### src/hdl/lsu_settings.svh
`ifndef LSU_SETTINGS_SVH
`define LSU_SETTINGS_SVH

// cache geometry
`define LSU_WAY_CNT 2
`define LSU_IDX_LEN 8
`define LSU_TAG_LEN 22

// m2 op codes
`define LSU_OP_READ  2'd0
`define LSU_OP_WRITE 2'd1
`define LSU_OP_INV   2'd2

`endif

### src/hdl/lsu_pkg.sv
`include "lsu_settings.svh"

package lsu_pkg;

  typedef logic [31:0] word_t;
  typedef logic [31:0] addr_t;
  typedef logic [3:0]  strobe_t;
  typedef logic [`LSU_IDX_LEN-1:0] idx_t;

  // valid bit on top of the physical tag
  typedef logic [`LSU_TAG_LEN:0] tag_t;

  typedef logic [`LSU_WAY_CNT-1:0] way_t;
  typedef logic [1:0] op_t;

  typedef enum logic [2:0] {
    LD_LB,
    LD_LBU,
    LD_LH,
    LD_LHU,
    LD_LW
  } load_type_e;

  // m2 sequencing in the read port
  typedef enum logic [2:0] {
    S_NORMAL,
    S_REFILL_READ,
    S_UNCACHE_READ,
    S_WRITE,
    S_INVOP,
    S_WAIT_STALL
  } rport_state_e;

endpackage

### src/hdl/lsu_wport_if.sv
`timescale 1ns/1ps
`include "lsu_settings.svh"

interface lsu_wport_if import lsu_pkg::*; ();

  // request levels from the read port
  logic    refill_req;
  logic    uncached_read_req;
  logic    write_req;
  logic    write_hit;
  logic    inv_req;
  addr_t   req_addr;
  word_t   req_wdata;
  strobe_t req_strobe;
  way_t    req_wsel;

  // ram writes, all owned by the write port
  strobe_t [`LSU_WAY_CNT-1:0] data_we;
  idx_t    data_waddr;
  word_t   data_wdata;
  way_t    tag_we;
  idx_t    tag_waddr;
  tag_t    tag_wdata;

  logic    read_ready;
  word_t   rdata;
  logic    uop_ready;

  modport rport (
    output refill_req, uncached_read_req, write_req, write_hit, inv_req,
    output req_addr, req_wdata, req_strobe, req_wsel,
    input  data_we, data_waddr, data_wdata, tag_we, tag_waddr, tag_wdata,
    input  read_ready, rdata, uop_ready
  );

  modport wport (
    input  refill_req, uncached_read_req, write_req, write_hit, inv_req,
    input  req_addr, req_wdata, req_strobe, req_wsel,
    output data_we, data_waddr, data_wdata, tag_we, tag_waddr, tag_wdata,
    output read_ready, rdata, uop_ready
  );

endinterface

### src/hdl/dcache_wport.sv
`timescale 1ns/1ps
`include "lsu_settings.svh"

module dcache_wport import lsu_pkg::*; (
  input  logic       clk,
  input  logic       rst_n,
  lsu_wport_if.wport wp,
  output logic       mem_req_o,
  output logic       mem_we_o,
  output addr_t      mem_addr_o,
  output word_t      mem_wdata_o,
  output strobe_t    mem_strobe_o,
  input  logic       mem_ack_i,
  input  word_t      mem_rdata_i
);

  typedef enum logic [1:0] {
    W_SWEEP,
    W_IDLE,
    W_MEM,
    W_FINISH
  } wport_state_e;

  wport_state_e state_q, state_d;
  idx_t         sweep_q;
  logic         rr_q;
  way_t         victim;
  logic         mem_start;
  logic         refill_done;

  assign mem_start   = wp.refill_req || wp.uncached_read_req || wp.write_req;
  assign victim      = way_t'(1) << rr_q;
  assign refill_done = (state_q == W_MEM) && mem_ack_i && wp.refill_req;

  always_ff @(posedge clk) begin
    if (!rst_n) begin
      state_q   <= W_SWEEP;
      sweep_q   <= '0;
      rr_q      <= 1'b0;
      mem_req_o <= 1'b0;
    end else begin
      state_q   <= state_d;
      mem_req_o <= (state_q == W_IDLE) && mem_start;
      if (state_q == W_SWEEP) begin
        sweep_q <= sweep_q + 1'b1;
      end
      if (refill_done) begin
        rr_q <= ~rr_q;
      end
    end
  end

  // bus payload, valid with the request pulse
  always_ff @(posedge clk) begin
    if (state_q == W_IDLE && mem_start) begin
      mem_we_o     <= wp.write_req;
      mem_addr_o   <= {wp.req_addr[31:2], 2'b00};
      mem_wdata_o  <= wp.req_wdata;
      mem_strobe_o <= wp.write_req ? wp.req_strobe : 4'hf;
    end
  end

  always_comb begin
    state_d = state_q;
    case (state_q)
      W_SWEEP:  if (sweep_q == '1) state_d = W_IDLE;
      W_IDLE: begin
        if (mem_start || wp.inv_req) begin
          state_d = mem_start ? W_MEM : W_FINISH;
        end
      end
      W_MEM:    if (mem_ack_i) state_d = W_FINISH;
      default:  state_d = W_IDLE;
    endcase
  end

  always_comb begin
    wp.tag_we     = '0;
    wp.tag_waddr  = wp.req_addr[`LSU_IDX_LEN+1:2];
    wp.tag_wdata  = {1'b1, wp.req_addr[31:32-`LSU_TAG_LEN]};
    wp.data_we    = '0;
    wp.data_waddr = wp.req_addr[`LSU_IDX_LEN+1:2];
    wp.data_wdata = wp.req_wdata;
    wp.read_ready = 1'b0;
    wp.rdata      = mem_rdata_i;
    case (state_q)
      W_SWEEP: begin
        wp.tag_we    = '1;
        wp.tag_waddr = sweep_q;
        wp.tag_wdata = '0;
      end
      W_IDLE: begin
        // index invalidation hits every way
        if (wp.inv_req && !mem_start) begin
          wp.tag_we    = '1;
          wp.tag_wdata = '0;
        end
      end
      W_MEM: begin
        if (mem_ack_i) begin
          wp.read_ready = wp.refill_req || wp.uncached_read_req;
          if (wp.refill_req) begin
            wp.tag_we     = victim;
            wp.data_wdata = mem_rdata_i;
            for (int w = 0; w < `LSU_WAY_CNT; w++) begin
              wp.data_we[w] = victim[w] ? 4'hf : 4'h0;
            end
          end else if (wp.write_req && wp.write_hit) begin
            for (int w = 0; w < `LSU_WAY_CNT; w++) begin
              wp.data_we[w] = wp.req_wsel[w] ? wp.req_strobe : 4'h0;
            end
          end
        end
      end
      default: ;
    endcase
  end

  // uncached reads already ended on read_ready
  assign wp.uop_ready = (state_q == W_FINISH) &&
                        (wp.refill_req || wp.write_req || wp.inv_req);

endmodule

### src/flat_wrapper.sv
// flat-port wrapper written by rule: the top's interface ports become plain ports
module dcache_wport_flat import lsu_pkg::*;
  (clk, rst_n, mem_req_o, mem_we_o, mem_addr_o, mem_wdata_o, mem_strobe_o, mem_ack_i, mem_rdata_i, wp_refill_req, wp_uncached_read_req, wp_write_req, wp_write_hit, wp_inv_req, wp_req_addr, wp_req_wdata, wp_req_strobe, wp_req_wsel, wp_data_we, wp_data_waddr, wp_data_wdata, wp_tag_we, wp_tag_waddr, wp_tag_wdata, wp_read_ready, wp_rdata, wp_uop_ready);
  lsu_wport_if wp_i ();
  input  logic clk;
  input  logic rst_n;
  output logic mem_req_o;
  output logic mem_we_o;
  output addr_t mem_addr_o;
  output word_t mem_wdata_o;
  output strobe_t mem_strobe_o;
  input  logic mem_ack_i;
  input  word_t mem_rdata_i;
  input wire logic [$bits(wp_i.refill_req)-1:0] wp_refill_req;
  input wire logic [$bits(wp_i.uncached_read_req)-1:0] wp_uncached_read_req;
  input wire logic [$bits(wp_i.write_req)-1:0] wp_write_req;
  input wire logic [$bits(wp_i.write_hit)-1:0] wp_write_hit;
  input wire logic [$bits(wp_i.inv_req)-1:0] wp_inv_req;
  input wire logic [$bits(wp_i.req_addr)-1:0] wp_req_addr;
  input wire logic [$bits(wp_i.req_wdata)-1:0] wp_req_wdata;
  input wire logic [$bits(wp_i.req_strobe)-1:0] wp_req_strobe;
  input wire logic [$bits(wp_i.req_wsel)-1:0] wp_req_wsel;
  output wire logic [$bits(wp_i.data_we)-1:0] wp_data_we;
  output wire logic [$bits(wp_i.data_waddr)-1:0] wp_data_waddr;
  output wire logic [$bits(wp_i.data_wdata)-1:0] wp_data_wdata;
  output wire logic [$bits(wp_i.tag_we)-1:0] wp_tag_we;
  output wire logic [$bits(wp_i.tag_waddr)-1:0] wp_tag_waddr;
  output wire logic [$bits(wp_i.tag_wdata)-1:0] wp_tag_wdata;
  output wire logic [$bits(wp_i.read_ready)-1:0] wp_read_ready;
  output wire logic [$bits(wp_i.rdata)-1:0] wp_rdata;
  output wire logic [$bits(wp_i.uop_ready)-1:0] wp_uop_ready;
  assign wp_i.refill_req = wp_refill_req;
  assign wp_i.uncached_read_req = wp_uncached_read_req;
  assign wp_i.write_req = wp_write_req;
  assign wp_i.write_hit = wp_write_hit;
  assign wp_i.inv_req = wp_inv_req;
  assign wp_i.req_addr = wp_req_addr;
  assign wp_i.req_wdata = wp_req_wdata;
  assign wp_i.req_strobe = wp_req_strobe;
  assign wp_i.req_wsel = wp_req_wsel;
  assign wp_data_we = wp_i.data_we;
  assign wp_data_waddr = wp_i.data_waddr;
  assign wp_data_wdata = wp_i.data_wdata;
  assign wp_tag_we = wp_i.tag_we;
  assign wp_tag_waddr = wp_i.tag_waddr;
  assign wp_tag_wdata = wp_i.tag_wdata;
  assign wp_read_ready = wp_i.read_ready;
  assign wp_rdata = wp_i.rdata;
  assign wp_uop_ready = wp_i.uop_ready;
  dcache_wport u_core (.clk(clk), .rst_n(rst_n), .wp(wp_i), .mem_req_o(mem_req_o), .mem_we_o(mem_we_o), .mem_addr_o(mem_addr_o), .mem_wdata_o(mem_wdata_o), .mem_strobe_o(mem_strobe_o), .mem_ack_i(mem_ack_i), .mem_rdata_i(mem_rdata_i));
endmodule
### config.mk
export PLATFORM = sky130hd
export DESIGN_NAME = dcache_wport_flat
export DESIGN_NICKNAME = d
export VERILOG_FILES = /design/src/hdl/lsu_pkg.sv /design/src/hdl/lsu_wport_if.sv /design/src/hdl/dcache_wport.sv /design/src/flat_wrapper.sv
export VERILOG_INCLUDE_DIRS = /design/src /design/src/hdl
export SDC_FILE = /design/constraint.sdc
export NUM_CORES = 1
export LEC_CHECK = 0
export BUFFER_PORTS_ARGS = -buffer_cell sky130_fd_sc_hd__buf_2
export CAP_MARGIN = 40
export CELL_PAD_IN_SITES_DETAIL_PLACEMENT = 1
export CELL_PAD_IN_SITES_GLOBAL_PLACEMENT = 2
export CORE_ASPECT_RATIO = 0.7
export CORE_MARGIN = 2
export CORE_UTILIZATION = 23
export CTS_BUF_LIST = sky130_fd_sc_hd__clkbuf_4
export CTS_CLUSTER_DIAMETER = 40
export DETAILED_ROUTE_END_ITERATION = 16
export PLACE_DENSITY = 0.88
export SLEW_MARGIN = 10
export SYNTH_ARGS = -nofsm -noshare
export SYNTH_HDL_FRONTEND = slang
export SYNTH_SLANG_ARGS = --single-unit
export TNS_END_PERCENT = 50
### constraint.sdc
create_clock -name clk -period 3.6 [get_ports clk]
set_input_delay 0 -clock clk [delete_from_list [all_inputs] [get_ports clk]]
set_output_delay 0 -clock clk [all_outputs]
set_load 0.05 [all_outputs]
# Word level (Yosys, flattened, before mapping)
# Cells that the tools add are included.
# word_totals
ff_bits	79
input_bits	110
# classes
mux	25
n_shift	1
add_sub_neg	1
bitwise	1
reduce_logical	14
n_eq_ne	7
# op_table
operator	count
32-bit 2-to-1 mux	3
23-bit one-hot mux with 2 select lines	1
8-bit 2-to-1 mux	5
23-bit 2-to-1 mux	1
4-bit 2-to-1 mux	4
2-bit 2-to-1 mux	6
2-bit one-hot mux with 3 select lines	2
8-bit by 1-bit adder with 8-bit output, second input constant	1
8-bit equality test, second input constant	1
1-bit logical AND	6
2-bit inequality test, second input constant	3
1-bit logical OR	5
2-bit equality test, second input constant	2
1-bit 2-to-1 mux	3
3-bit AND reduction	1
2-bit by 1-bit equality test with 1-bit output, second input constant	1
2-bit logical NOT	1
1-bit by 1-bit left shift with 2-bit output, first input constant	1
1-bit logical NOT	1
1-bit inverter	1

# Longest topological paths before layout
# depth
ltp_word	6
ltp_mapped	7
ltp_nobuf	6

# Least setup slack after synthesis
# No wires, ideal clock.
# synth_timing
path_kind	register to register
startpoint	register u_core.state_q[1]
endpoint	register u_core.mem_addr_o[10], enable pin
slack_ns	1.036
n_path_buf	0
stages_incl_launch_ff	4
setup_time_ns	0.428
arrival_ns	2.137
period_less_slack_ns	2.564
path_cell_list	dfxtp_1 > inv_1 > ha_1 > and2b_1
# synth_between
elab_chain_len	2
# synth_lines
item	line	rtl
start: declaration	dcache_wport.sv:24	wport_state_e state_q, state_d;
start signal: assignment	dcache_wport.sv:42	state_q <= state_d;
2-bit by 1-bit equality test with 1-bit output	dcache_wport.sv:55	if (state_q == W_IDLE && mem_start) begin
1-bit logical AND	dcache_wport.sv:55	
end signal: assignment	dcache_wport.sv:57	mem_addr_o <= {wp.req_addr[31:2], 2'b00};
end: declaration	dcache_wport.sv:10	output addr_t mem_addr_o,
# No other way between the ends.
# A chain may end at the register's enable or synchronous reset.

# Worst setup path after layout
# layout_timing
startpoint	register u_core.state_q[0]
endpoint	output wp_tag_wdata[5]
# layout_between
elab_chain_len	2
elab_cells_between_ends	3
classes_between	eq/ne: 1; mux: 1; reduce/logical: 1
# layout_lines
item	line	rtl
2-bit by 1-bit equality test with 1-bit output or 2-bit logical NOT (tied branches)	dcache_wport.sv:86	case (state_q)
23-bit one-hot mux with 2 select lines *	dcache_wport.sv:86	
end: declaration	flat_wrapper.sv:28	output wire logic [$bits(wp_i.tag_wdata)-1:0] wp_tag_wdata;
# Mark *: on every way between the ends. The rest lies on a longest branch, timed or not.

==> results.yml <==
outcome:
  status: "complete, no violations"
timing:
  setup_tns_ns: 0
  fin_ws_ns: 1.133
  min_period_ns: 2.467
  finalHoldViolations: 0
  clock_skew_ns: 0.01225
  slew_violations: 0
  timing.fmax_mhz: 405.3
  rsz0062_at_grt: "false"
  period_share_pct: 68.53
  worst_pin_slew_ns: 0.6565
  setup_viol: 0
  relSlewSlack_pct: 56.23
clocking:
  clockBufferDepth: 2
  cts-htree-levels: 3
  clockRootBuffer: "clkbuf_4"
  cts_tree: "yes"
  path_clk_slew_ns: 0.12
  numCtsBuffers: 9
  ctsResizeCount: 0
  clkSinkCount: 79
  clock_latency_ns: 0.45
drt:
  drtAntennaViolNets: 0
  first_pass_iters: 6
  routed_via_density: 4.089
  drc: 0
  drt-total-wl_um: 13640
  drt_iter0_markers: 125
  post_drt_wl_per_cell_um: 16.32
  vias: 3418
yosys:
  synth_most_common_cell: "edfxtp_1"
  synth-main-ff-cell: "edfxtp_1"
  avgSynthCellArea_um2: 13.67
  synth_top_area_share_pct: 53.33
  yosysWarningCount: 0
  synth_edf_count: 67
  synth_cells: 276
  synthTopCellsByArea: "edfxtp_1 53%, mux2_2 12%, buf_4 8.4%, dfxtp_1 6.4%, and2_1 4.8%"
  synthTopCellsByCount: "67 x edfxtp_1, 42 x buf_4, 40 x mux2_2, 29 x and2_1, 12 x dfxtp_1"
  ys_seq_area_share_pct: 59.70
  syn-cell-area_mm2: 0.003772
  synthArstFlopShare_pct: 0
  synth_cell_type_count: 41
  yosysTopAreaCell: "edfxtp_1"
  ys_ff_latch: 79
grt:
  grt_pass1_vias: 3673
  grt_use_total_pct: 15.36
  grt_pass1_wl_um: 20380
  grt_max_degree: 37
  grt_overflow: 0
  grt_antenna_before_repair: 1
worst_setup_path:
  cp.arrival_ns: 2.47
  critPathRequiredTime_ns: 3.60
  end_kind: "output port"
  crit_fanout: 23
  cp-start-kind: "flip-flop"
  worstSetupPathType: "reg2out"
floorplan:
  row_count: 39
  die_area_mm2: 0.01746
  die_w_um: 157.1
  initial_core_util_pct: 23.29
  die_h_um: 111.2
  coreArea_mm2: 0.01620
  io_pins: 295
final_layout:
  drive_above_1_share_pct: 58.52
  nNetsFinal: 720
  area_growth_syn_to_layout_pct: 61.36
  fill_cells: 1862
power:
  fin_total_pwr_mw: 1.928
  leakage_nw: 2.782
  power_density_mw_per_mm2: 316.7
  ir_worst_vdd_uv: 120.2
place:
  dp_hpwl_um: 9501
  pre_cts_ws_ns: 1.141
  place.gp.congestion: 0.7753
  port_buffers: 290
run:
  cap_viol_max_count: 0
worst_hold_path:
  min_path_type: "in2reg"
placed cells by master (no fill, tap or decap), types with 3 or more instances in the layout:
cell type and n:
nand4_1 5, dlygate4sd3_1 75, dfxtp_1 12, nor2_1 6
inv_1 4, nand2b_1 3, a21oi_1 10, nor2b_1 3
buf_2 290, clkbuf_4 10, mux2_2 40, edfxtp_1 67
ha_1 5, xnor2_1 4, and2_1 29, nand2_1 11
clkinv_2 3
state kept, by name (all words and copies together) (netlist names):
name and flops:
u_core.mem_addr_o 30, u_core.mem_req_o 1, u_core.mem_strobe_o 4, u_core.mem_wdata_o 32
u_core.mem_we_o 1, u_core.rr_q 1, u_core.state_q 2, u_core.sweep_q 8
cell type report:
| cell class | instances | area, um2 | area share, % |
|---|---|---|---|
| Timing Repair Buffer | 368 | 2253 | 37.02 |
| Sequential cell | 79 | 2252 | 37.00 |
| Multi-Input combinational cell | 143 | 1146 | 18.83 |
| Tap cell | 225 | 281.5 | 4.625 |
| Clock buffer | 10 | 75.07 | 1.233 |
| Clock inverter | 6 | 61.31 | 1.007 |
| Inverter | 4 | 15.01 | 0.2467 |
| Antenna cell | 1 | 2.502 | 0.04111 |
through the flow:
| stage | cells | hold WS (ns) | area [um2] | util, % |
|---|---|---|---|---|
| CTS | 834 | 0.05561 | 6073 | 37.49 |
| global placement | 741 | 0.1873 | 5146 | 31.77 |
| detailed placement | 743 | 0.1923 | 5186 | 32.01 |
| finish | 836 | 0.1164 | 6087 | 37.57 |
| floorplan | 277 | 0.09887 | 3776 | - |
| global route | 836 | 0.08573 | 6087 | 37.57 |
cells by family after synthesis:
| group | after synthesis | share of synthesized area (%) |
|---|---|---|
| simple gates | 69 | 11.08 |
| compound gates | 19 | 3.516 |
| fa+ha+maj | 5 | 1.658 |
| flops | 79 | 59.70 |
| mux | 42 | 12.47 |
| xor+xnor | 6 | 1.393 |
| other cells | 1 | 0.09941 |
| buf+inv | 55 | 10.08 |
worst paths after layout:
check,from,endpoint,slack (ns),cells past startpoint
setup / recovery,u_core.state_q[0],wp_tag_wdata[5],1.13,7
hold / removal,wp_uncached_read_req,u_core.state_q[1],0.12,5
setup reg to reg,u_core.state_q[0],u_core.state_q[0],1.25,6
hold reg to reg,u_core.state_q[1],u_core.state_q[1],0.53,2
power by group:
group          total (mW)  internal (mW)  switching [mW]
combinational       0.401          0.147           0.254
clock               0.531          0.217           0.314
sequential          0.996          0.992         0.00380
per-layer routing:
layer  routed length (um)  track usage (%)
met1                 5320            16.53
met2                 7102            27.89
met3                  904            5.004
met4                  313            5.697
met5                    0                0
what timing repair did:
item / 4_1_cts / 5_1_grt
hold endpoints to repair: 79 / 0
buffers inserted: 0 / 0
hold buffers: 75 / 0
critical path, stage by stage, from the launching register on:
cell	delay, ns
dfxtp_1	0.41
inv_1	0.10
ha_1	0.44
nor2b_1	0.25
a31oi_2	0.19
buf_6	0.21
and2_1	0.17
buf_2	0.27
Note: power is estimated with default switching activity, not from simulation.
